File: src/common/mem_pkg.sv
package mem_pkg;

	// memory operation carried by the execute bundle.
	typedef enum logic [3:0] {
		MEM_X = 4'd0,
		LB    = 4'd1,
		LH    = 4'd2,
		LW    = 4'd3,
		LBU   = 4'd4,
		LHU   = 4'd5,
		SB    = 4'd6,
		SH    = 4'd7,
		SW    = 4'd8
	} mem_op_e;

	typedef enum logic [1:0] {
		CMD_NONE  = 2'd0,
		CMD_READ  = 2'd1,
		CMD_WRITE = 2'd2
	} mem_cmd_e;

	typedef struct packed {
		logic [31:0] reg_pc;
		logic [31:0] alu_out;  // byte address for loads and stores.
		logic [31:0] rs2_data;
		mem_op_e     op;
		logic [3:0]  wb_sel;
	} ex_to_mem_t;

	typedef struct packed {
		logic [31:0] read_data;
		logic [31:0] reg_pc;
		logic [31:0] alu_out;
		logic [3:0]  wb_sel;
	} mem_to_wb_t;

	// wdata and wmask are right-aligned, the ram shifts them into lane.
	typedef struct packed {
		mem_cmd_e    cmd;
		logic [31:0] addr;
		logic [31:0] wdata;
		logic [31:0] wmask;
	} mem_req_t;

	typedef struct packed {
		logic [31:0] rdata;
		logic        valid;
	} mem_rsp_t;

	function automatic logic is_store_op(input mem_op_e op);
		case (op)
			SB, SH, SW: is_store_op = 1'b1;
			default:    is_store_op = 1'b0;
		endcase
	endfunction

endpackage

File: src/source/fetch_unit.sv
`timescale 1ns/100ps

module fetch_unit (
	input  logic              clk,
	input  logic              rst,
	input  logic              fetch_start,
	input  logic [31:0]       fetch_pc,
	output logic [31:0]       instr,
	output logic              instr_valid,
	output logic              fetch_busy,
	input  logic              cmd_ready,
	output mem_pkg::mem_req_t req,
	input  mem_pkg::mem_rsp_t rsp
);
	import mem_pkg::*;

	typedef enum logic [1:0] {
		F_IDLE       = 2'd0,
		F_WAIT_READY = 2'd1,
		F_WAIT_DATA  = 2'd2
	} fetch_state_e;

	fetch_state_e state;
	logic [31:0]  pc;
	mem_cmd_e     cmd_q;

	assign fetch_busy = (state != F_IDLE);

	// instruction reads are always whole aligned words.
	assign req = '{cmd: cmd_q, addr: {pc[31:2], 2'b00}, wdata: '0, wmask: '0};

	always_ff @(posedge clk) begin
		if (rst) begin
			state       <= F_IDLE;
			cmd_q       <= CMD_NONE;
			instr_valid <= 1'b0;
		end else begin
			cmd_q       <= CMD_NONE;
			instr_valid <= 1'b0;
			case (state)
				F_IDLE: begin
					if (fetch_start)
						state <= F_WAIT_READY;
				end
				F_WAIT_READY: begin
					if (cmd_ready) begin
						cmd_q <= CMD_READ;
						state <= F_WAIT_DATA;
					end
				end
				F_WAIT_DATA: begin
					if (rsp.valid) begin
						instr_valid <= 1'b1;
						state       <= F_IDLE;  // free again in the valid cycle.
					end
				end
				default: begin
					state <= F_IDLE;
				end
			endcase
		end
	end

	always_ff @(posedge clk) begin
		if (state == F_IDLE && fetch_start)
			pc <= fetch_pc;
		if (state == F_WAIT_DATA && rsp.valid)
			instr <= rsp.rdata;
	end

endmodule

File: config.mk
export PLATFORM = sky130hd
export DESIGN_NAME = fetch_unit
export DESIGN_NICKNAME = d
export VERILOG_FILES = /design/src/common/mem_pkg.sv /design/src/source/fetch_unit.sv
export SDC_FILE = /design/constraint.sdc
export NUM_CORES = 1
export LEC_CHECK = 0
export BUFFER_PORTS_ARGS = -buffer_cell sky130_fd_sc_hd__buf_2
export CORE_MARGIN = 5
export CORE_UTILIZATION = 39
export CTS_CLUSTER_DIAMETER = 150
export DETAILED_ROUTE_END_ITERATION = 16
export HOLD_SLACK_MARGIN = 0.06
export PLACE_DENSITY = 0.78
export SETUP_SLACK_MARGIN = 0.3
export SYNTH_ARGS = -nofsm -noshare
export SYNTH_HDL_FRONTEND = slang
export SYNTH_SLANG_ARGS = --single-unit
File: constraint.sdc
create_clock -name clk -period 2.8 [get_ports clk]
set_input_delay 0.28 -clock clk [delete_from_list [all_inputs] [get_ports clk]]
set_output_delay 0.28 -clock clk [all_outputs]
set_load 0.005 [all_outputs]
==> flow_summary.toml, run 1 <==
[outcome]
outcome = "finished, final reports clean"

[clock_network]
ctsResizeCount = 0
htree_levels = 3
max-clock-path-buffers = 2
post-cts-setup-buffers = 0
cts-root-buf = "clkbuf_8"
cts_made_buffers = 9
cts_tree = "done"
cts.sinks = 66
clk_latency_ns = 0.33
cts_hold_buf = 0
clkTransAtPathRegs_ns = 0.07

[synthesis]
avgSynthCellArea_sq_um = 17.30
synth_top_area_cell = "edfxtp_1"
yosys_warnings = 0
async_flop_share_pct = 0
synth_ff_type = "edfxtp_1"
ys_ff_latch = 66
ys_seq_area_share_pct = 76.87
synth_top_cell_area_share_pct = 73.70
synthCells = 146
synth_edf_count = 62
yosysMostFrequentCell = "buf_4"
ys_top_cells_by_area = "edfxtp_1, buf_4, dfxtp_1, and3b_2, or4b_1"
synth_area_sq_um = 2526
ys_types = 16
synth_common_cells = "buf_4, edfxtp_1, dfxtp_1"

[route]
first_iter_violations = 56
vias = 1478
avgRoutedWirePerCell_um = 15.27
wirelength_um = 5650
drt_first_pass_iters = 4
postRouteAntennaNets = 0
via_per_inst = 3.995
drc = 0

[hold_path]
worst_hold_path.num_cells = 1
min_to = "pc[23]"
hp-class = "primary input to flop"
hold_path.startpoint = "fetch_pc[23]"

[final_layout]
fin_util_pct = 50.97
post_layout_nonfiller_instances = 370
final_area_sq_um = 3218
areaGrowthSynthToFinish_pct = 27.39
antenna_cells = 0
final_nets = 357
drive_gt1_share_pct = 50.51

[floorplanning]
dieArea_sq_um = 8187
initial_core_util_pct = 40.01
core_area_sq_um = 6314
fp-row-count = 29
die_h_um = 90.48
io_pins = 201
die_w_um = 90.48

[timing]
fin_crit_sh_pct = 52.68
holdWs_ns = 0.1192
max_freq_mhz = 678.0
skew_ns = 0.006777
tightest_slew_ns = 0.7244
finalHoldViolCount = 0
slew_headroom_pct = 51.71
grt_setup_unrepaired = "no"
setup_viol = 0
min_period_ns = 1.475
slew_viol_final = 0
setup_tns_ns = 0

[pwr]
cellLeakagePower_uw = 0.001470
ir_drop_mv = 0.3387
power_density_nw_per_um2 = 627.2

[place]
dpl_cell_area_sq_um = 3033
finalWeightedCongestion = 0.7025
portBuffers = 131
placed_cells = 354
dp_hpwl_um = 4434

[setup_path]
reg2reg_from = "state[1]"
start_kind = "flop"
criticalPathCategory = "flop to flop"
crit_chain = "and3b_2"
critPathMaxStageDelay_ns = 0.69
rr_worst_depth = 1
critPathTopFamily = "simple AND/OR/NAND/NOR gates"
worstPathArrival_ns = 1.43
crit_fanout = 33
critPathCaptureType = "flop"
timing.critical_path.buf_inv = 0
crit_slowest_cell = "and3b_2"
required_ns = 2.76
worstReg2RegEnd = "instr[27]"
r2r_slack_ns = 1.33

[flow_run]
cap_violations = 0

[global_routing]
grt_start_max_net_pins = 34
grt_pass1_vias = 1538
grt_pass1_wl_um = 8480
overflow = 0
track_usage_pct = 13.45
antenna_found_initial = 0
==> cell type report <==
type / count / area [sq um]
well taps: 77 / 96.34
flip-flops and latches: 66 / 1942
inverters: 1 / 3.754
clock inverters: 6 / 57.56
repair buffers: 132 / 663.1
fillers: 529 / 3095
multi-input cells: 78 / 327.8
clock buffers: 10 / 127.6
==> state kept, by name, indices dropped and copies added (netlist names) <==
signal	count
instr	32
pc	30
state	2
cmd_q	1
instr_valid	1
==> cells in the final DEF (no fill, tap or decap) <==
cell type,instances
a211oi_1,1
and3b_2,1
buf_2,131
buf_4,1
bufinv_16,1
clkbuf_1,1
clkbuf_8,9
clkinv_1,2
clkinv_2,1
clkinvlp_4,2
conb_1,67
dfxtp_1,4
edfxtp_1,62
inv_1,1
nand2_1,1
nand2b_1,1
nor2_2,1
nor2b_1,1
nor3_1,1
o31ai_1,1
or2_2,1
or2b_1,1
or4b_1,1
==> metrics by stage <==
step / power (uW) / worst slack (ns)
final: 2018 / 1.325
after global routing: 2117 / 1.192
after CTS: 2044 / 1.310
after detailed placement: 1297 / 1.326
after global placement: 1288 / 1.356
after floorplan: 1272 / 0.4621
==> worst max-delay path by stage <==
stage	end	slack [ns]	start	cells past startpoint
global placement	instr[31]	1.36	state[1]	1
CTS	instr[27]	1.31	state[1]	1
detailed placement	instr[9]	1.33	state[1]	1
floorplan	pc[10]	0.46	state[1]	2
finish	instr[27]	1.33	state[1]	1
global route	instr[27]	1.19	state[1]	1
==> cells by family after synthesis <==
| kind of cell | synth area share [%] |
|---|---|
| flops | 76.87 |
| compound gates | 0.5946 |
| buf+inv | 20.06 |
| simple gates | 2.328 |
| other cells | 0.1484 |
==> metal layers <==
layer	up-vias	track usage, %	wire length (um)
li1	663	-	-
met1	681	15.87	2081
met2	125	21.00	2759
met3	9	6.083	718
met4	0	5.955	89
met5	-	0	0
==> power breakdown <==
part	switching, uW	internal [uW]
registers	11.4	1130
clock network	337	403
logic	79.4	60.4
total	428	1590
(Power assumes the default switching activity.)
==> run 2: changes to the inputs <==
--- a/config.mk
+++ b/config.mk
@@ -5,13 +5,14 @@
 export SDC_FILE = /design/constraint.sdc
 export NUM_CORES = 1
 export LEC_CHECK = 0
+export ABC_AREA = 1
 export BUFFER_PORTS_ARGS = -buffer_cell sky130_fd_sc_hd__buf_2
 export CORE_MARGIN = 5
-export CORE_UTILIZATION = 39
+export CORE_UTILIZATION = 35
 export CTS_CLUSTER_DIAMETER = 150
 export DETAILED_ROUTE_END_ITERATION = 16
 export HOLD_SLACK_MARGIN = 0.06
-export PLACE_DENSITY = 0.78
+export PLACE_DENSITY = 0.74
 export SETUP_SLACK_MARGIN = 0.3
 export SYNTH_ARGS = -nofsm -noshare
 export SYNTH_HDL_FRONTEND = slang
==> constraint.sdc (replaced) <==
create_clock -name clk -period 1.3 [get_ports clk]
set_input_delay 0.13 -clock clk [delete_from_list [all_inputs] [get_ports clk]]
set_output_delay 0.13 -clock clk [all_outputs]
set_load 0.005 [all_outputs]
==> flow_summary.toml, run 2 <==
[clock_network]
cts-root-buf = "clkbuf_8"
clk_latency_ns = 0.33
max-clock-path-buffers = 2
cts_made_buffers = 9
htree_levels = 3
cts.sinks = 66
clkTransAtPathRegs_ns = 0.07
cts_tree = "done"

[final_layout]
fill_cells = 539
post_layout_nonfiller_instances = 468
drive_gt1_share_pct = 43.72
largest_reg_flops = 32
multi_input_area_sq_um = 331.6
seqCellArea_sq_um = 1949
final_nets = 430
final_cell_mix = "buf_2, conb_1, dlygate4sd3_1"
layout_commonest_cell = "buf_2"
top_regs = "instr: 32 flops, pc: 30 flops, state: 2 flops"
areaGrowthSynthToFinish_pct = 59.31
regMostFlops = "instr"

[timing]
skew_ns = 0.01049
setup_viol = 0
finalHoldViolCount = 0
max_freq_mhz = 876.9
min_period_ns = 1.140
setup_tns_ns = 0
slew_viol_final = 0
fin_crit_sh_pct = 87.72
grt_setup_unrepaired = "yes"

[global_routing]
antenna_found_initial = 3
grt_pass1_wl_um = 10280
grt_start_max_net_pins = 33
grt_pass1_vias = 1899
overflow = 0
track_usage_pct = 16.20

[route]
wirelength_um = 8398
vias = 1910
drc = 0
via_per_inst = 4.081
postRouteAntennaNets = 0
avgRoutedWirePerCell_um = 17.94
drt_first_pass_iters = 4
first_iter_violations = 114

[synthesis]
ys_ff_latch = 66
ys_seq_area_share_pct = 76.83
yosysMostFrequentCell = "buf_4"
ys_types = 14
avgSynthCellArea_sq_um = 16.85
synth_top_area_cell = "edfxtp_1"
async_flop_share_pct = 0
yosys_warnings = 0
synth_common_cells = "buf_4, edfxtp_1, inv_1"
synth_ff_type = "edfxtp_1"
ys_top_cells_by_area = "edfxtp_1, buf_4, dfxtp_1, inv_1, nand3_1"
synth_top_cell_area_share_pct = 73.66
synth_edf_count = 62
synthCells = 150
synth_area_sq_um = 2527

[hold_path]
worst_hold_path.num_cells = 3
hp-class = "primary input to flop"

[flow_run]
cap_violations = 0

[setup_path]
worstPathArrival_ns = 1.19
rr_worst_depth = 4
start_kind = "flop"
crit_fanout = 8
r2r_slack_ns = 0.16
criticalPathCategory = "flop to flop"
critPathCaptureType = "flop"
required_ns = 1.35

[place]
dp_hpwl_um = 4764
finalWeightedCongestion = 0.7780
portBuffers = 131
placed_cells = 381

[floorplanning]
core_area_sq_um = 7137
initial_core_util_pct = 35.41
die_w_um = 94.98
dieArea_sq_um = 9020
die_h_um = 94.98
io_pins = 201
fp-row-count = 31

[pwr]
ir_drop_mv = 0.5328
cellLeakagePower_uw = 0.001791
power_density_nw_per_um2 = 1155

[outcome]
outcome = "finished, final reports clean"
[run 2: layout make-up]
cell class / instances / area share [%]
Antenna cell: 3 / 0.1865
Clock buffer: 10 / 3.170
Clock inverter: 6 / 1.429
Inverter: 5 / 0.5594
Multi-Input combinational cell: 78 / 8.235
Sequential cell: 66 / 48.42
Tap cell: 99 / 3.076
Timing Repair Buffer: 201 / 34.93
[run 2: what timing repair did]
item	4_1_cts	5_1_grt
endpoints found under the hold margin	66	0
cloned	0	4
buffers inserted	0	1
pin swaps	0	1
endpoints found under the setup margin	64	101
gates resized for setup	1	3
hold buffers	63	0
[run 2: worst paths after layout]
kind                   from   endpoint
hold / removal    cmd_ready   state[0]
setup reg to reg   state[0]  instr[14]
hold reg to reg    state[1]   state[1]
setup / recovery   state[0]  instr[14]
[run 2: cell families (layout without fill, tap and decap cells)]
kind of cell / after synthesis / count (layout) / share of synthesized area (%)
buffers and inverters: 72 / 222 / 20.64
flip-flops: 66 / 66 / 76.83
other: 1 / 70 / 0.1484
AND/OR/NAND/NOR: 9 / 9 / 1.832
AO/OA/AOI/OAI: 2 / 2 / 0.5444
[run 2: stage by stage]
step / setup slack [ns] / power, uW / utilization, % / cell area [sq um] / hold slack [ns]
global placement: 0.1778 / 2794 / 43.55 / 3108 / 0.3068
finish: 0.1596 / 4650 / 56.42 / 4026 / 0.09962
detailed placement: 0.1625 / 2811 / 43.55 / 3108 / 0.3084
floorplan: -0.04059 / 2747 / - / 2791 / 0.1851
global route: 0.1273 / 4812 / 56.42 / 4026 / 0.09202
CTS: 0.1749 / 4544 / 55.05 / 3929 / 0.08735
[run 2: power breakdown]
| part | internal (uW) | switching (uW) | total (uW) |
|---|---|---|---|
| sequential | 2420 | 31.3 | 2450 |
| combinational | 291 | 243 | 534 |
| clock | 871 | 790 | 1660 |
| total | 3590 | 1060 | 4650 |
[run 2: worst max-delay path, cell delays in order, from the launching register on]
cell	delay (ns)
dfxtp_4	0.37
inv_2	0.06
nand2_2	0.07
nor2_4	0.18
clkbuf_16	0.20
[run 2: metal layers]
| metal | vias up | GRT usage [%] | share of wire, % |
|---|---|---|---|
| li1 | 813 | - | - |
| met1 | 926 | 15.66 | 35 |
| met2 | 151 | 28.95 | 50 |
| met3 | 20 | 5.179 | 12 |
| met4 | 0 | 11.30 | 3.6 |
| met5 | - | 0 | 0 |
