--- config.mk ---
export PLATFORM = sky130hd
export DESIGN_NAME = mem_arbiter
export DESIGN_NICKNAME = d
export VERILOG_FILES = /design/src/common/mem_pkg.sv /design/src/source/mem_arbiter.sv
export SDC_FILE = /design/constraint.sdc
export NUM_CORES = 1
export LEC_CHECK = 0
export BUFFER_PORTS_ARGS = -buffer_cell sky130_fd_sc_hd__buf_2
export CAP_MARGIN = 30
export CORE_AREA = 2 2 155 157
export CTS_BUF_LIST = sky130_fd_sc_hd__clkbuf_2
export CTS_CLUSTER_DIAMETER = 150
export DETAILED_ROUTE_END_ITERATION = 8
export DIE_AREA = 0 0 157 159
export MAX_ROUTING_LAYER = met4
export PLACE_DENSITY = 0.35
export SLEW_MARGIN = 20
export SYNTH_ARGS = -nofsm -noshare
export SYNTH_HDL_FRONTEND = slang
export SYNTH_SLANG_ARGS = --single-unit
export TNS_END_PERCENT = 100
--- constraint.sdc ---
create_clock -name clk -period 1.75 [get_ports clk]
set_clock_uncertainty 0.15 [all_clocks]
set_input_delay 0.35 -clock clk [delete_from_list [all_inputs] [get_ports clk]]
set_output_delay 0.35 -clock clk [all_outputs]
set_load 0.02 [all_outputs]
--- src/common/mem_pkg.sv ---
package mem_pkg;

	// memory operation carried by the execute bundle.
	typedef enum logic [3:0] {
		MEM_X = 4'd0,
		LB    = 4'd1,
		LH    = 4'd2,
		LW    = 4'd3,
		LBU   = 4'd4,
		LHU   = 4'd5,
		SB    = 4'd6,
		SH    = 4'd7,
		SW    = 4'd8
	} mem_op_e;

	typedef enum logic [1:0] {
		CMD_NONE  = 2'd0,
		CMD_READ  = 2'd1,
		CMD_WRITE = 2'd2
	} mem_cmd_e;

	typedef struct packed {
		logic [31:0] reg_pc;
		logic [31:0] alu_out;  // byte address for loads and stores.
		logic [31:0] rs2_data;
		mem_op_e     op;
		logic [3:0]  wb_sel;
	} ex_to_mem_t;

	typedef struct packed {
		logic [31:0] read_data;
		logic [31:0] reg_pc;
		logic [31:0] alu_out;
		logic [3:0]  wb_sel;
	} mem_to_wb_t;

	// wdata and wmask are right-aligned, the ram shifts them into lane.
	typedef struct packed {
		mem_cmd_e    cmd;
		logic [31:0] addr;
		logic [31:0] wdata;
		logic [31:0] wmask;
	} mem_req_t;

	typedef struct packed {
		logic [31:0] rdata;
		logic        valid;
	} mem_rsp_t;

	function automatic logic is_store_op(input mem_op_e op);
		case (op)
			SB, SH, SW: is_store_op = 1'b1;
			default:    is_store_op = 1'b0;
		endcase
	endfunction

endpackage

--- src/source/mem_arbiter.sv ---
`timescale 1ns/100ps

module mem_arbiter (
	input  logic              clk,
	input  logic              rst,
	output logic              d_ready,
	input  mem_pkg::mem_req_t d_req,
	output mem_pkg::mem_rsp_t d_rsp,
	output logic              i_ready,
	input  mem_pkg::mem_req_t i_req,
	output mem_pkg::mem_rsp_t i_rsp,
	output mem_pkg::mem_req_t ram_req,
	input  mem_pkg::mem_rsp_t ram_rsp
);
	import mem_pkg::*;

	typedef enum logic [1:0] {
		ARB_OFFER     = 2'd0,
		ARB_ACCEPT    = 2'd1,
		ARB_BUSY_READ = 2'd2
	} arb_state_e;

	localparam logic PORT_D = 1'b0;
	localparam logic PORT_I = 1'b1;

	arb_state_e state;
	logic       rr_ptr;  // port offered in the current round.
	logic       owner;   // port waiting on read data.
	mem_req_t   sel_req;

	assign d_ready = (state == ARB_OFFER) && (rr_ptr == PORT_D);
	assign i_ready = (state == ARB_OFFER) && (rr_ptr == PORT_I);

	assign sel_req = (rr_ptr == PORT_I) ? i_req : d_req;

	// only the offered port reaches the ram, and only in the accept cycle.
	always_comb begin
		ram_req = sel_req;
		if (state != ARB_ACCEPT)
			ram_req.cmd = CMD_NONE;
	end

	always_comb begin
		d_rsp.rdata = ram_rsp.rdata;
		i_rsp.rdata = ram_rsp.rdata;
		d_rsp.valid = ram_rsp.valid && (state == ARB_BUSY_READ) && (owner == PORT_D);
		i_rsp.valid = ram_rsp.valid && (state == ARB_BUSY_READ) && (owner == PORT_I);
	end

	always_ff @(posedge clk) begin
		if (rst) begin
			state  <= ARB_OFFER;
			rr_ptr <= PORT_D;  // data side gets the first offer.
			owner  <= PORT_D;
		end else begin
			case (state)
				ARB_OFFER: begin
					state <= ARB_ACCEPT;
				end
				ARB_ACCEPT: begin
					// next offer goes to the other port whatever happened.
					rr_ptr <= ~rr_ptr;
					owner  <= rr_ptr;
					if (sel_req.cmd == CMD_READ)
						state <= ARB_BUSY_READ;
					else
						state <= ARB_OFFER;
				end
				ARB_BUSY_READ: begin
					if (ram_rsp.valid)
						state <= ARB_OFFER;
				end
				default: begin
					state <= ARB_OFFER;
				end
			endcase
		end
	end

endmodule

==> metrics.md, run 1 <==
| Metric | Value |
|---|---|
| # rows | 56 |
| DIE WIDTH | 157 µm |
| Die Area | 0.0250 mm² |
| Worst EP required | 1.25 ns |
| Hold Path Stages | 2 |
| Hold_ws | 0.224 ns |
| Detail Placement HPWL | 7.48 mm |
| Remaining Overflow, GRT | 0 |
| Largest net degree at the start of global routing | 22 |
| M2 GR Usage | 0.123 |
| CTS tree | done |
| Post-layout min period | 1.91 ns |
| Syn avg cell area | 9.66 µm² |
| Design area | 0.00355 mm² |
| Yosys top cell area share | 0.577 |
| Die Ht | 159 µm |
| Power, Total | 1.81 mW |
| Largest stage delay, worst path | 0.37 ns |
| RSZ-0062 raised after global routing | yes |
| Hold Vio Cnt, Final | 0 |
| GRT met1 Usage | 0.0602 |
| First-pass GRT wire length | 11.8 mm |
| FF-to-FF path depth | 6 |
| Final instance count without filler cells | 757 |
| Filler cells | 2,626 |
| Endpoints failing setup | 98 |
| Cts hold-fix bufs | 0 |
| Syn_nets | 425 |
| CP Buf/Inv Count | 3 |
| CP top delay family | buffers and inverters |
| Placed insts | 746 |
| Failing checks | setup timing |
| Seq/Total Area, Yosys | 0.0427 |
| Final WL | 8.70 mm |
| Critical-path maximum fanout | 12 |
| Reg-to-reg critical path startpoint | rr_ptr |
| Peak supply drop | 0.149 mV |
| Layout cells sized above 1 | 0.966 |
| Slew Limit Headroom | 0.791 |
| Port bufs | 300 |
| Longest Clk Path Bufs | 2 |
| Antenna Nets Post-Route | 0 |
| Slowest-stage cell, CP | dfxtp_4 |
| Cells after Synth | 194 |
| Arrival @ worst endpoint | 1.41 ns |
| Final period util | 1.09 |
| FMAX | 525 MHz |
| Area Growth Syn to Fin | 89.3% |
| Initial core utilization | 0.0808 |
| Reg2Reg Capture Point | state[1] |
| Residual DRC count | 0 |
| Netlist cell types | 16 |
| Total track usage | 0.0617 |
| Power density over the cells | 509 mW/mm² |
| Ys Warns | 0 |
| GRT Max-Usage Layer | met2 |
| Worst Max-Slew Pin Slew | 0.313 ns |
| Leak Pwr | 1.79 nW |
| Hold Path Class | in -> reg |
| Initial antenna violation count | 0 |
| Via count | 2,247 |
| Met3 Usage GRT | 0.0131 |
| Yosys top cell by area | mux2_2 |
| Commonest cells after routing, fill and taps aside | buf_2, mux2_2, buf_4 |
| Vias per cell | 2.97 |
| Clock transition at path regs | 0.06 ns |
| Final slew viol count | 0 |
| Crit Path Category | reg -> out |
| Hold Path Origin | rst |
| # nets final | 669 |
| Total CTS buffers | 3 |
| Maxcap violations | 0 |
| Setup TNS | -12.13 ns |
| GP Congestion | 0.760 |
| Area contributors post-synth | mux2_2, buf_4, buf_6 |
| Wire per inst | 11.5 µm |
| CP endpoint kind | output port |
| Worst Hold End | rr_ptr |
| Clock root cell | clkbuf_2 |
| Most common cell after layout, fill and taps aside | buf_2 |
| Crit-path cells | buf_4 -> buf_12 -> mux2_2 -> buf_2 |
| Synth Register Bits | 4 |
| Post-DP Area | 0.00329 mm² |
| Initial DRC count | 27 |
| Flop2flop setup slack | 0.18 ns |
| I/O pins | 397 |
| TritonRoute pass-1 iters | 4 |
| Outcome | finished, violations left |
| Clock sink count | 4 |
| Placeable core area | 0.0232 mm² |
| H-tree levels | 1 |
| Setup ws final | -0.156 ns |
| Vias in the first global route | 2,201 |
| Synthesized cell area | 0.00187 mm² |
| Clk_lat worst skew | 0.22 ns |
| Type of origin of the critical path | flip-flop |
## area by class of cell
type | count | area, µm² | share of cell area
antenna | 1 | 2.50 | 0.000705
clock buffer | 4 | 20.0 | 0.00564
inverter | 1 | 3.75 | 0.00106
multi-input combinational | 114 | 1260 | 0.354
sequential | 4 | 87.6 | 0.0247
tap | 319 | 399 | 0.112
timing repair buffer | 314 | 1780 | 0.501
## report_power, final
part           leakage (nW)  internal, mW  switching, mW
Combinational          1.74         0.808          0.781
Clock                0.0166        0.0604         0.0441
Sequential           0.0343        0.0996         0.0127
Total                  1.79         0.968          0.838
## sequential cells by signal (all words and copies together) (netlist names)
register	flops
owner	1
rr_ptr	1
state	2
## worst register-to-register path, delay by kind of cell, from the launching register on
kind	cells	cell delay (ns)
and+or+nand+nor	1	0.07
AOI/OAI and AO/OA	1	0.22
muxes	1	0.21
buffers and inverters	3	0.41
DFF	1	0.37
## what timing repair did
item	CTS	global route
setup buffers	3	2
endpoints found under the setup margin	102	101
resized for setup	23	18
gates cloned	1	1
pin swaps	1	1
## through the flow
stage / utilization / worst slack (ns)
detailed placement: 0.142 / 0.0476
CTS: 0.149 / -0.190
floorplan: - / 0.0506
finish: 0.153 / -0.156
global route: 0.153 / -0.222
global placement: 0.142 / 0.0622
## how the worst max path moves through the flow
stage / start / end / cells after the start
after global routing: rr_ptr / ram_req[75] / 4
after CTS: rr_ptr / ram_req[20] / 4
after detailed placement: rr_ptr / ram_req[20] / 3
final: rr_ptr / ram_req[20] / 4
after global placement: rr_ptr / ram_req[35] / 3
after floorplan: rr_ptr / i_ready / 3
## logic make-up (layout without fill, tap and decap cells)
kind of cell	after synthesis	count (layout)	share of synthesized area
xor+xnor	1	1	0.00467
flops	4	4	0.0427
mux	99	99	0.593
simple gates	13	13	0.0334
other cells	0	1	0
buf+inv	76	319	0.321
compound gates	1	1	0.00534
## layer usage
layer / vias to the layer above / wire length, µm
met5: - / 0
met3: 20 / 759
met2: 164 / 4690
li1: 1102 / -
met1: 961 / 3150
met4: 0 / 100
## cells in the mapped netlist
cell type   n
a32o_1      1
nand2_1     1
xor2_1      1
buf_6      10
nor3_1      2
buf_4      64
mux2i_1     3
buf_2       1
mux2_2     96
nand2b_1    1
and3_1      1
nor2b_1     1
dfxtp_1     4
nor2_1      6
inv_1       1
nor3b_1     1
Power figures use the tool's default switching activity.
==> run 2, diff against run 1 <==
- ABC_CLOCK_PERIOD_IN_PS: not set -> 1750
- SKIP_LAST_GASP: not set -> 1
==> run 2 against run 1 <==
- via count decreased by 0.49%
- die area unchanged
- register-to-register slack is essentially flat
- the flow still finishes with violations (setup timing)
- global-route usage about the same
- combinational power decreased by 3%
- hold slack lost 0.00062 ns
- largest cell class unchanged
- flip-flop and latch count is the same
- clock-buffer cell count stayed put
- critical path depth unchanged
- sequential share of layout area barely moved
==> metrics.md, run 2 (synthesis results as in run 1) <==
| Metric | Value |
|---|---|
| Final slew viol count | 0 |
| Largest net degree at the start of global routing | 22 |
| Endpoints failing setup | 98 |
| CP endpoint kind | output port |
| Dpl ws | 0.0476 ns |
| Worst setup path start | rr_ptr |
| Power, Total | 1.77 mW |
| Final period util | 1.09 |
| Hold Path Origin | rst |
| Total track usage | 0.0616 |
| Clock sink count | 4 |
| Arrival @ worst endpoint | 1.41 ns |
| Commonest cells after routing, fill and taps aside | buf_2, mux2_2, buf_4 |
| Sw Share | 0.469 |
| Initial antenna violation count | 0 |
| Initial core utilization | 0.0808 |
| Peak supply drop | 0.149 mV |
| TritonRoute pass-1 iters | 4 |
| Power density over the cells | 507 mW/mm² |
| Type of origin of the critical path | flip-flop |
| Wire per inst | 11.4 µm |
| Hold Vio Cnt, Final | 0 |
| Post-layout min period | 1.91 ns |
| Vias per cell | 2.95 |
| Antenna Nets Post-Route | 0 |
| I/O pins | 397 |
| Register share of total power | 0.063 |
| Total CTS buffers | 3 |
| Outcome | finished, violations left |
| Critical-path maximum fanout | 12 |
| Detail Placement HPWL | 7.48 mm |
| Cts hold-fix bufs | 0 |
| Clock root cell | clkbuf_2 |
| Initial DRC count | 38 |
| Vias in the first global route | 2,203 |
| Residual DRC count | 0 |
| Port bufs | 300 |
| Die Ht | 159 µm |
| Placeable core area | 0.0232 mm² |
| # nets final | 669 |
| Max FFs per register | 2 |
| CTS tree | done |
| FMAX | 524 MHz |
| Psw | 0.831 mW |
| Slew Limit Headroom | 0.791 |
| Clk_lat worst skew | 0.22 ns |
| Comb pwr share | 0.877 |
| Internal Power | 0.941 mW |
| Worst Max-Slew Pin Slew | 0.313 ns |
| Reg-to-reg critical path startpoint | rr_ptr |
| Clock transition at path regs | 0.06 ns |
| Remaining Overflow, GRT | 0 |
| Hold Path Class | in -> reg |
| GP Congestion | 0.760 |
| DIE WIDTH | 157 µm |
| Regs by FF count | state: 2 flops, owner: 1 flops, rr_ptr: 1 flops |
| Worst EP required | 1.25 ns |
| # rows | 56 |
| Maxcap violations | 0 |
| Longest Clk Path Bufs | 2 |
| Failing checks | setup timing |
| Leak Pwr | 1.76 nW |
| Final WL | 8.61 mm |
| Clock Power Share | 0.059 |
| RSZ-0062 raised after global routing | yes |
| Setup TNS | -12.25 ns |
| H-tree levels | 1 |
| Area Growth Syn to Fin | 86.5% |
| Crit Path Category | reg -> out |
| Via count | 2,236 |
| Die Area | 0.0250 mm² |
| Filler cells | 2,632 |
| Setup ws final | -0.157 ns |
| Most flops, register | state |
| Most common cell after layout, fill and taps aside | buf_2 |
| First-pass GRT wire length | 11.8 mm |
| Layout cells sized above 1 | 0.966 |
[run 2: worst max-delay path, cell delays in order, from the launching register on]
cell and delay [ns]:
dfxtp_4 0.37, buf_4 0.16, buf_12 0.15, mux2_2 0.34
buf_2 0.16
[run 2: timing repair]
action	CTS	global route
gates resized for setup	16	9
setup buffers	3	2
pin swaps	1	1
endpoints found under the setup margin	102	101
gates cloned	1	1
[run 2: final cells by class]
class	instances	area, µm²	share of cell area
Sequential cell	4	87.6	0.0251
Clock buffer	4	20.0	0.00573
Multi-Input combinational cell	114	1240	0.354
Antenna cell	1	2.50	0.000716
Tap cell	319	399	0.114
Timing Repair Buffer	314	1740	0.499
Inverter	1	3.75	0.00107
[run 2: per-layer routing]
metal | track usage | vias to the layer above | part of all wire
met1 | 0.0600 | 951 | 0.36
met2 | 0.123 | 164 | 0.54
li1 | - | 1101 | -
met4 | 0.0108 | 0 | 0.012
met5 | - | - | 0
met3 | 0.0131 | 20 | 0.089
[run 2: path summary, 6_finish.rpt]
| check | depth (start not counted) | slack, ns | end |
|---|---|---|---|
| max | 4 | -0.16 | ram_req[20] |
| min | 2 | 0.22 | rr_ptr |
| max reg2reg | 6 | 0.18 | state[1] |
| min reg2reg | 1 | 0.34 | state[0] |
[run 2: through the flow]
step	area, µm²	utilization	hold WS [ns]	instances
after floorplan	1870	-	0.271	194
after global placement	3290	0.142	0.347	746
after detailed placement	3290	0.142	0.337	746
after CTS	3420	0.148	0.207	754
after global routing	3490	0.151	0.218	756
final	3500	0.151	0.223	757
[run 2: power by group through the flow]
stage / logic (mW) / registers, mW / clock network, mW
floorplan: 1.13 / 0.108 / 0
global placement: 1.46 / 0.124 / 0
detailed placement: 1.45 / 0.125 / 0
CTS: 1.54 / 0.113 / 0.110
global route: 1.66 / 0.114 / 0.119
finish: 1.55 / 0.112 / 0.105
