[config.mk]
export PLATFORM = sky130hd
export DESIGN_NAME = memory_stage
export DESIGN_NICKNAME = d
export VERILOG_FILES = /design/src/common/mem_pkg.sv /design/src/memory_stage/memory_stage.sv
export SDC_FILE = /design/constraint.sdc
export NUM_CORES = 1
export LEC_CHECK = 0
export ABC_AREA = 1
export BUFFER_PORTS_ARGS = -buffer_cell sky130_fd_sc_hd__clkbuf_2
export CORE_ASPECT_RATIO = 0.6
export CORE_MARGIN = 10
export CORE_UTILIZATION = 55
export DETAILED_ROUTE_END_ITERATION = 10
export PLACE_DENSITY = 0.85
export SYNTH_ARGS = -nofsm -noshare
export SYNTH_HDL_FRONTEND = slang
export SYNTH_SLANG_ARGS = --single-unit
[constraint.sdc]
create_clock -name clk -period 12.9 [get_ports clk]
set_input_delay 2.58 -clock clk [delete_from_list [all_inputs] [get_ports clk]]
set_output_delay 2.58 -clock clk [all_outputs]
set_load 0.02 [all_outputs]
[src/common/mem_pkg.sv]
package mem_pkg;

	// memory operation carried by the execute bundle.
	typedef enum logic [3:0] {
		MEM_X = 4'd0,
		LB    = 4'd1,
		LH    = 4'd2,
		LW    = 4'd3,
		LBU   = 4'd4,
		LHU   = 4'd5,
		SB    = 4'd6,
		SH    = 4'd7,
		SW    = 4'd8
	} mem_op_e;

	typedef enum logic [1:0] {
		CMD_NONE  = 2'd0,
		CMD_READ  = 2'd1,
		CMD_WRITE = 2'd2
	} mem_cmd_e;

	typedef struct packed {
		logic [31:0] reg_pc;
		logic [31:0] alu_out;  // byte address for loads and stores.
		logic [31:0] rs2_data;
		mem_op_e     op;
		logic [3:0]  wb_sel;
	} ex_to_mem_t;

	typedef struct packed {
		logic [31:0] read_data;
		logic [31:0] reg_pc;
		logic [31:0] alu_out;
		logic [3:0]  wb_sel;
	} mem_to_wb_t;

	// wdata and wmask are right-aligned, the ram shifts them into lane.
	typedef struct packed {
		mem_cmd_e    cmd;
		logic [31:0] addr;
		logic [31:0] wdata;
		logic [31:0] wmask;
	} mem_req_t;

	typedef struct packed {
		logic [31:0] rdata;
		logic        valid;
	} mem_rsp_t;

	function automatic logic is_store_op(input mem_op_e op);
		case (op)
			SB, SH, SW: is_store_op = 1'b1;
			default:    is_store_op = 1'b0;
		endcase
	endfunction

endpackage

[src/memory_stage/memory_stage.sv]
`timescale 1ns/100ps

module memory_stage (
	input  logic                clk,
	input  logic                rst,
	input  mem_pkg::ex_to_mem_t ex_in,
	output logic                next_flg,
	output mem_pkg::mem_to_wb_t wb_out,
	input  logic                cmd_ready,
	output mem_pkg::mem_req_t   req,
	input  mem_pkg::mem_rsp_t   rsp
);
	import mem_pkg::*;

	typedef enum logic [1:0] {
		ST_WAIT            = 2'd0,
		ST_WAIT_READY      = 2'd1,
		ST_WAIT_READ_VALID = 2'd2,
		ST_END             = 2'd3
	} state_e;

	state_e      state;
	ex_to_mem_t  saved;
	logic [31:0] load_data;
	mem_cmd_e    cmd_q;
	logic [31:0] addr_q;
	logic [31:0] wdata_q;
	logic [31:0] wmask_q;

	function automatic logic [31:0] store_mask(input mem_op_e op);
		case (op)
			SB:      store_mask = 32'h0000_00ff;
			SH:      store_mask = 32'h0000_ffff;
			SW:      store_mask = 32'hffff_ffff;
			default: store_mask = 32'h0000_0000;  // reads carry no mask.
		endcase
	endfunction

	// rdata arrives right-aligned, so only the low lanes matter.
	function automatic logic [31:0] extend_load(input mem_op_e op, input logic [31:0] rdata);
		case (op)
			LB:      extend_load = {{24{rdata[7]}}, rdata[7:0]};
			LBU:     extend_load = {24'h00_0000, rdata[7:0]};
			LH:      extend_load = {{16{rdata[15]}}, rdata[15:0]};
			LHU:     extend_load = {16'h0000, rdata[15:0]};
			default: extend_load = rdata;
		endcase
	endfunction

	// stage may advance on a bypassed alu op or once the access is done.
	assign next_flg = (state == ST_WAIT && ex_in.op == MEM_X) || (state == ST_END);

	assign req = '{cmd: cmd_q, addr: addr_q, wdata: wdata_q, wmask: wmask_q};

	always_ff @(posedge clk) begin
		if (rst) begin
			state <= ST_WAIT;
			cmd_q <= CMD_NONE;
		end else begin
			cmd_q <= CMD_NONE;  // command is a single-cycle strobe.
			case (state)
				ST_WAIT: begin
					if (ex_in.op != MEM_X)
						state <= ST_WAIT_READY;
				end
				ST_WAIT_READY: begin
					if (cmd_ready) begin
						if (is_store_op(saved.op)) begin
							cmd_q <= CMD_WRITE;
							state <= ST_END;  // write is done once accepted.
						end else begin
							cmd_q <= CMD_READ;
							state <= ST_WAIT_READ_VALID;
						end
					end
				end
				ST_WAIT_READ_VALID: begin
					if (rsp.valid)
						state <= ST_END;
				end
				ST_END: begin
					state <= ST_WAIT;
				end
				default: begin
					state <= ST_WAIT;
				end
			endcase
		end
	end

	always_ff @(posedge clk) begin
		case (state)
			ST_WAIT: begin
				if (ex_in.op != MEM_X) begin
					saved     <= ex_in;
					load_data <= '1;  // stores report all ones.
				end else begin
					wb_out <= '{
						read_data: 32'hffff_ffff,
						reg_pc:    ex_in.reg_pc,
						alu_out:   ex_in.alu_out,
						wb_sel:    ex_in.wb_sel
					};
				end
			end
			ST_WAIT_READY: begin
				if (cmd_ready) begin
					addr_q  <= saved.alu_out;
					wdata_q <= saved.rs2_data;
					wmask_q <= store_mask(saved.op);
				end
			end
			ST_WAIT_READ_VALID: begin
				if (rsp.valid)
					load_data <= extend_load(saved.op, rsp.rdata);
			end
			ST_END: begin
				wb_out <= '{
					read_data: load_data,
					reg_pc:    saved.reg_pc,
					alu_out:   saved.alu_out,
					wb_sel:    saved.wb_sel
				};
			end
			default: begin
			end
		endcase
	end

endmodule

==> flow_summary.toml, run 1 <==
[run_status]
status = "completed"

[global_route]
grt_max_degree = 102
grt_antenna_before_repair = 1
gr-usage-all-layers_pct = 19.0
grt.overflow.total = 0
grt_pass1_wl_um = 38900
grt_pass1_vias = 6731

[logic_synthesis]
yosysTopAreaCell = "edfxtp_1"
yosysTopAreaCellShare_pct = 82.0
yosys.cell_types.count = 22
syn_inst = 709
ys_seq_elements = 307
yosysSeqAreaShare_pct = 82.7
post_synth_instance_area_um2 = 11100
synthTopCellsByArea = "edfxtp_1 82%, nand2_1 7.9%, or2_2 2.3%"
synth.avg_cell_area_um2 = 15.6
yosys_warnings = 0
synth_fp_nets = 854

[sta]
hold_viol = 0
slew_headroom_pct = 29.0
setup_tns_ns = 0
period_share_pct = 48.2
drv_slew = 0
setup_viol = 0
finalCriticalPeriod_ns = 6.21
fmax_ghz = 0.161
rsz0062_at_grt = "false"
clock_skew_ns = 0.0105
tightest_slew_ns = 1.06

[run]
drv_cap = 0

[power_and_ir_drop]
p_clk_share_pct = 26.4
ir_worst_vdd_mv = 0.229
p_comb_share_pct = 19.1
leakage_nw = 5.52
total_power_mw = 2.82
seqPwrFrac_pct = 54.5
p_per_area_nw_per_um2 = 206
intPower_mw = 1.99
p_sw_uw = 837
switching_share_pct = 29.6

[critical_path]
worstSetupStartpointType = "primary input"
crit_path_end = "next_flg"
r2r_cells = 6
crit_type = "in -> out"
worstPathArrival_ns = 3.63
cp.required_ns = 10.32
crit_fanout = 3
worstReg2RegStart = "state[0]"
startpoint = "ex_in[5]"
r2r-end = "load_data[30]"
rrSetupSlack_ns = 10.33
endpoint_kind = "output port"

[place]
dpl.hpwl_um = 18800
gp_congestion = 0.795
dp.cells = 1276
portBuffers = 338

[clocking]
cts_sinks = 307
cts-root-buf = "clkbuf_16"
post-cts-setup-buffers = 0
max-clock-path-buffers = 3
hold_buffers = 0
clk_pin_slew_worst_paths_ns = 0.07
cts_buffers = 27
ctsResizeCount = 0
htreeDepth = 1
clk-insertion-delay-late_ns = 0.52
cts_tree = "done"

[floorplan]
start_util_pct = 55.7
pin_count = 339
rows = 40
die_h_um = 130
die_w_um = 203
core_um2 = 19900
dieArea_um2 = 26400

[routing]
routedWlPerCell_um = 19.8
drcViolationCount = 0
via_count = 6625
first_pass_iters = 5
postRouteWirelength_um = 26300
viasPerCell = 4.99
drtAntennaViolNets = 0
drt-initial-drc-count = 523

[finish]
multi_input_comb_area_um2 = 1500
fin_nets = 1177
drive_gt1_share_pct = 42.0
fillers = 1354
stdcell_count = 1327
syn2layout_area_growth_pct = 23.4
regArea_um2 = 9180

[worst_hold_path]
hold_path_class = "reg -> reg"
==> placed cells by master, fill, tap and decap left out, drive strengths merged <==
master,count
nor3,1
buf,7
edfxtp,303
clkinvlp,1
dfxtp,4
o21ai,19
bufinv,1
a21oi,4
and2,1
clkbuf,370
nor2,11
ha,5
clkinv,15
diode,1
or2,41
nand2,233
nand4,1
a31oi,1
nand3,6
inv,29
==> critical path, cell delays in order <==
cell	delay [ns]
clkbuf_2	0.09
nor2_1	0.27
nand3_1	0.28
nand2_1	0.21
clkbuf_2	0.20
==> synth_stat cells (all sizes together) <==
| library cell | number |
|---|---|
| nand3 | 6 |
| ha | 5 |
| a31oi | 1 |
| edfxtp | 303 |
| and2 | 1 |
| nand2 | 233 |
| nand4 | 1 |
| a21oi | 4 |
| or2 | 41 |
| buf | 41 |
| dfxtp | 4 |
| o21ai | 19 |
| nor2 | 11 |
| clkbuf | 10 |
| nor3 | 1 |
| inv | 28 |
==> per-stage QoR <==
| step | hold slack (ns) | cell area, um2 | util (%) | worst slack [ns] |
|---|---|---|---|---|
| 6_report | 0.410 | 13700 | 68.7 | 6.69 |
| 4_1_cts | 0.412 | 13700 | 68.7 | 6.69 |
| 5_1_grt | 0.417 | 13700 | 68.7 | 6.60 |
| 3_5_place_dp | 0.405 | 12900 | 64.6 | 6.69 |
| 2_1_floorplan | 0.400 | 11100 | - | 4.18 |
| 3_3_place_gp | 0.400 | 12900 | 64.6 | 6.73 |
==> state kept, by name (all words and copies together), names as in the netlist <==
register,cells
wmask_q,3
state,2
load_data,32
wdata_q,32
addr_q,32
saved,104
cmd_q,2
wb_out,100
==> area by class of cell <==
type,instances,share of cell area [%]
Antenna cell,1,0.0183
Clock buffer,32,5.07
Clock inverter,18,0.823
Inverter,28,0.777
Multi-Input combinational cell,323,11.0
Sequential cell,307,67.1
Tap cell,273,2.50
Timing Repair Buffer,345,12.7
==> kinds of logic (layout without fill, tap and decap cells) <==
logic type	Yosys count	in the layout	synth area share, %
AOI/OAI and AO/OA	24	24	1.49
adders and majority gates	5	5	0.564
buffers and inverters	79	423	4.03
DFF	307	307	82.7
other	0	1	0
and+or+nand+nor	294	294	11.2
==> metal layers <==
layer	track usage, %	share of wire [%]
met1	23.9	40
met2	32.5	49
met3	5.67	9.9
met4	3.80	1.4
met5	0	0.049
==> worst min path at each step <==
stage | start | end | slack (ns) | cells past startpoint
2_1_floorplan | saved[8] | wdata_q[0] | 0.40 | 0
3_3_place_gp | saved[25] | wdata_q[17] | 0.40 | 0
3_5_place_dp | saved[29] | wdata_q[21] | 0.40 | 0
4_1_cts | saved[28] | wdata_q[20] | 0.41 | 0
5_1_grt | saved[28] | wdata_q[20] | 0.42 | 0
6_report | saved[28] | wdata_q[20] | 0.41 | 0
==> power by group through the flow <==
| stage | registers [mW] | clock network (mW) | logic [mW] |
|---|---|---|---|
| floorplan | 1.66 | 0 | 0.274 |
| global placement | 1.54 | 0 | 0.532 |
| detailed placement | 1.56 | 0 | 0.545 |
| CTS | 1.54 | 0.758 | 0.547 |
| global route | 1.56 | 0.799 | 0.587 |
| finish | 1.54 | 0.745 | 0.538 |
No activity file was read; power rests on OpenSTA's default activity.
==> inputs of run 2 (changes only) <==
--- a/config.mk
+++ b/config.mk
@@ -9,9 +9,9 @@
 export BUFFER_PORTS_ARGS = -buffer_cell sky130_fd_sc_hd__clkbuf_2
 export CORE_ASPECT_RATIO = 0.6
 export CORE_MARGIN = 10
-export CORE_UTILIZATION = 55
+export CORE_UTILIZATION = 46
 export DETAILED_ROUTE_END_ITERATION = 10
-export PLACE_DENSITY = 0.85
+export PLACE_DENSITY = 0.76
 export SYNTH_ARGS = -nofsm -noshare
 export SYNTH_HDL_FRONTEND = slang
 export SYNTH_SLANG_ARGS = --single-unit
==> constraint.sdc (replaced) <==
create_clock -name clk -period 5.5 [get_ports clk]
set_input_delay 1.1 -clock clk [delete_from_list [all_inputs] [get_ports clk]]
set_output_delay 1.1 -clock clk [all_outputs]
set_load 0.02 [all_outputs]
==> run 2 against run 1 <==
  * First-iteration DRC count is 37% higher
  * Clock power increased to 2.7 times the previous value
  * Hold slack gained 0.0028 ns
  * Highest routed layer is now met4
  * Critical endpoint unchanged
  * Sequential cell count unchanged
==> flow_summary.toml, run 2 (same netlist as run 1, synthesis figures left out) <==
[run_status]
status = "completed"

[sta]
tightest_slew_ns = 1.11
finalCriticalPeriod_ns = 3.63
setup_tns_ns = 0
hold_viol = 0
slew_headroom_pct = 25.8
rsz0062_at_grt = "false"
fmax_ghz = 0.275
clock_skew_ns = 0.00985
hold_slack_ns = 0.412
setup_viol = 0
period_share_pct = 66.0
drv_slew = 0

[power_and_ir_drop]
leakage_nw = 5.57
p_per_area_nw_per_um2 = 497
intPower_mw = 4.89
p_clk_share_pct = 29.2
p_comb_share_pct = 18.3
p_sw_mw = 2.00
switching_share_pct = 29.0
total_power_mw = 6.89
seqPwrFrac_pct = 52.5
ir_worst_vdd_mv = 0.477

[critical_path]
worstPathArrival_ns = 2.53
worstSetupStartpointType = "flip-flop"
r2r_cells = 4
worstReg2RegStart = "state[0]"
crit_path_end = "next_flg"
rrSetupSlack_ns = 2.55
r2r-end = "wb_out[31]"
crit_chain = "ha_2 -> clkinv_2 -> buf_4 -> nand2_1 -> clkbuf_2"
cp.required_ns = 4.40
crit_type = "reg -> out"
crit_fanout = 70
critical_path_depth = 5
worst_path_dominant_cell_family = "buffers and inverters"
endpoint_kind = "output port"
crit_slowest_cell = "buf_4"
worst_path_largest_cell_delay_ns = 0.52
crit_buf_inv = 3
startpoint = "state[0]"

[clocking]
cts_buffers = 27
htreeDepth = 1
clk-insertion-delay-late_ns = 0.53
cts-root-buf = "clkbuf_16"
hold_buffers = 0
cts_tree = "done"
max-clock-path-buffers = 3
ctsResizeCount = 0
post-cts-setup-buffers = 0
cts_sinks = 307
clk_pin_slew_worst_paths_ns = 0.07

[routing]
drtAntennaViolNets = 0
routedWlPerCell_um = 20.0
drt-initial-drc-count = 718
drcViolationCount = 0
top_layer = "met4"
first_pass_iters = 5
via_count = 6505
wl_met2_um = 13200
dr_wl_met3_um = 2460
postRouteWirelength_um = 27300
viasPerCell = 4.76
m1WireLength_um = 11200

[global_route]
grt_max_degree = 72
grt_pass1_vias = 6716
grt.overflow.total = 0
grt_pass1_wl_um = 40300
grt_antenna_before_repair = 0
gr-usage-all-layers_pct = 16.8

[floorplan]
die_h_um = 140
core_um2 = 23400
dieArea_um2 = 30900
rows = 43
die_w_um = 220
start_util_pct = 47.4
pin_count = 339

[finish]
syn2layout_area_growth_pct = 25.0
drive_gt1_share_pct = 42.4
max_flop_register = "saved"
n_antenna_cell = 0
reg_top3 = "saved x104, wb_out x100"
final_cell_mix = "338 x clkbuf_2, 303 x edfxtp_1, 233 x nand2_1"
fin_nets = 1176
largest_register_ffs = 104
mostFrequentLayoutCell = "clkbuf_2"

[worst_hold_path]
worstHoldStart = "saved[34]"
hold_path_class = "reg -> reg"

[place]
portBuffers = 338
dpl.hpwl_um = 19500
gp_congestion = 0.835

[run]
drv_cap = 0
[run 2: metrics by stage]
stage	util [%]	setup slack [ns]	cell area, um2	instances
after global routing	59.3	1.67	13900	1366
after CTS	59.3	1.76	13900	1366
after global placement	55.3	2.32	12900	1317
after floorplan	-	0.874	11100	709
after detailed placement	55.3	2.32	12900	1317
final	59.3	1.87	13900	1366
[run 2: area by class of cell]
class,instances,area [um2]
Clock inverter,19,250
Sequential cell,307,9180
Tap cell,315,394
Clock buffer,30,687
Multi-Input combinational cell,323,1500
Timing Repair Buffer,344,1750
Fill cell,1799,9530
Inverter,28,106
[run 2: per-layer routing]
metal | global-route usage, % | up-vias
met5 | 0 | -
met4 | 3.19 | 0
met2 | 27.3 | 285
met1 | 22.1 | 3120
met3 | 5.08 | 33
li1 | - | 3067
[run 2: how the worst min path moves through the flow]
stage	to	slack (ns)	cells after the start
floorplan	wdata_q[0]	0.40	0
global placement	wdata_q[5]	0.40	0
detailed placement	wdata_q[26]	0.40	0
CTS	wdata_q[29]	0.42	0
global route	wdata_q[29]	0.42	0
finish	wdata_q[26]	0.41	0
[run 2: worst reg2reg max path, cell delays in order (launching register included)]
cell and delay, ns:
dfxtp_1 0.41, ha_2 0.22, clkinv_2 0.43, o21ai_4 1.05, buf_12 0.45
[run 2: power groups by stage]
stage          registers [mW]  clock network [mW]  logic, mW
2_1_floorplan            3.84                   0      0.648
3_3_place_gp             3.62                   0       1.26
3_5_place_dp             3.66                   0       1.29
4_1_cts                  3.62                2.05       1.30
5_1_grt                  3.67                2.14       1.39
6_report                 3.62                2.01       1.26
==> inputs of run 3 (changes only) <==
==> constraint.sdc (replaced) <==
create_clock -name clk -period 3 [get_ports clk]
set_input_delay 0.6 -clock clk [delete_from_list [all_inputs] [get_ports clk]]
set_output_delay 0.6 -clock clk [all_outputs]
set_load 0.02 [all_outputs]
==> run 3 against run 2 <==
  * Combinational power grew 87%
  * Clock power grew 74%
  * Critical endpoint unchanged
  * Sequential cell count is the same
  * Sequential share of layout area shrank 0.12 points
  * Non-clock buffer count grew 4
  * Cell count grew 0.29%
  * Design area grew 0.22%
  * Critical path depth shrank 1
  * Core utilization grew 0.13 points
  * Hold slack lost 0.17 ns
  * Largest cell class unchanged
  * First-iteration DRC count shrank 1.4%
==> flow_summary.toml, run 3 (same netlist as run 1, synthesis figures left out) <==
[routing]
first_pass_iters = 5
postRouteWirelength_um = 27000
routedWlPerCell_um = 19.7
via_count = 6554
drcViolationCount = 0
drt-initial-drc-count = 708
viasPerCell = 4.78
drtAntennaViolNets = 0

[clocking]
hold_buffers = 0
cts_buffers = 27
cts-root-buf = "clkbuf_16"
cts_sinks = 307
clk_pin_slew_worst_paths_ns = 0.07
htreeDepth = 1
ctsResizeCount = 0
post-cts-setup-buffers = 0
cts_tree = "done"
clk-insertion-delay-late_ns = 0.53
max-clock-path-buffers = 3

[critical_path]
worstPathArrival_ns = 1.99
cp.required_ns = 2.40
crit_fanout = 32
crit_path_end = "next_flg"
startpoint = "state[0]"
r2r-end = "wb_out[84]"
r2r_cells = 4
worstSetupStartpointType = "flip-flop"
worstReg2RegStart = "state[0]"
crit_type = "reg -> out"
endpoint_kind = "output port"
rrSetupSlack_ns = 0.95

[power_and_ir_drop]
ir_worst_vdd_mv = 0.647
total_power_mw = 12.5
leakage_nw = 5.59
p_per_area_nw_per_um2 = 897

[floorplan]
dieArea_um2 = 30900
start_util_pct = 47.4
core_um2 = 23400
die_h_um = 140
pin_count = 339
rows = 43
die_w_um = 220

[finish]
drive_gt1_share_pct = 43.1
final_area_um2 = 13900
utilization_pct = 59.4
largest_register_ffs = 104
final_cell_mix = "338 x clkbuf_2, 303 x edfxtp_1, 233 x nand2_1"
mostFrequentLayoutCell = "clkbuf_2"
max_flop_register = "saved"
fillers = 1778
reg_top3 = "saved x104, wb_out x100"
fin_nets = 1180
syn2layout_area_growth_pct = 25.3

[global_route]
grt.overflow.total = 0
grt_antenna_before_repair = 1
grt_pass1_wl_um = 39400
grt_pass1_vias = 6653
grt_max_degree = 69
gr-usage-all-layers_pct = 16.6

[run]
drv_cap = 0

[sta]
hold_viol = 0
finalCriticalPeriod_ns = 2.59
setup_viol = 0
drv_slew = 0
period_share_pct = 86.3
setup_tns_ns = 0
clock_skew_ns = 0.00635
fmax_ghz = 0.386
tightest_slew_ns = 0.798
slew_headroom_pct = 46.8
rsz0062_at_grt = "false"

[run_status]
status = "completed"

[worst_hold_path]
hold_path_class = "in -> reg"
whs_path_depth = 1

[place]
portBuffers = 338
gp_congestion = 0.804
placed_cell_area_um2 = 13000
dpl.hpwl_um = 19400
## run 3: cell types whose count changed in the layout (fill, tap and decap cells not counted)
cell        change
bufinv_16       -2
clkinv_4        +2
diode_2         +1
dfxtp_1         -2
dfxtp_2         +2
clkinv_2        +2
buf_4           +1
clkinv_1        -3
inv_6           +1
clkinvlp_4      -1
buf_12          +3
## run 3: worst max-delay path, stage by stage (launching register included)
cell and delay (ns):
dfxtp_2 0.37, ha_2 0.20, clkinv_2 0.41, nand2_1 0.25
clkbuf_2 0.23
## run 3: area by class of cell
class | count | area, um2 | share of cell area [%]
diodes | 1 | 2.50 | 0.0180
clock buffers | 30 | 687 | 4.94
clock inverters | 18 | 208 | 1.49
inverters | 28 | 106 | 0.765
multi-input cells | 323 | 1500 | 10.8
flip-flops and latches | 307 | 9180 | 66.1
well taps | 315 | 394 | 2.84
repair buffers | 348 | 1820 | 13.1
## run 3: metrics by stage
stage,hold slack (ns),instances,worst slack (ns)
4_1_cts,0.211,1369,0.298
3_3_place_gp,0.400,1321,0.784
2_1_floorplan,0.400,709,0.00445
5_1_grt,0.210,1369,0.247
6_report,0.244,1370,0.411
3_5_place_dp,0.405,1321,0.757
## run 3: power by group
part / leakage (nW) / internal [mW] / switching (mW) / total (mW)
clock: 0.439 / 2.01 / 1.50 / 3.50
combinational: 2.40 / 0.595 / 1.77 / 2.36
sequential: 2.75 / 6.24 / 0.364 / 6.60
total: 5.59 / 8.84 / 3.63 / 12.5
## run 3: how the worst min path moves through the flow
stage	start	end	slack, ns
finish	ex_in[8]	saved[8]	0.24
global route	ex_in[29]	saved[29]	0.21
CTS	ex_in[8]	saved[8]	0.21
floorplan	saved[8]	wdata_q[0]	0.40
global placement	saved[23]	wdata_q[15]	0.40
detailed placement	saved[24]	wdata_q[16]	0.40
## run 3: per-layer routing
metal	track usage [%]	routed length (um)
met5	0	0
met4	3.37	433
met3	5.63	2710
met2	27.3	12800
met1	21.1	11000
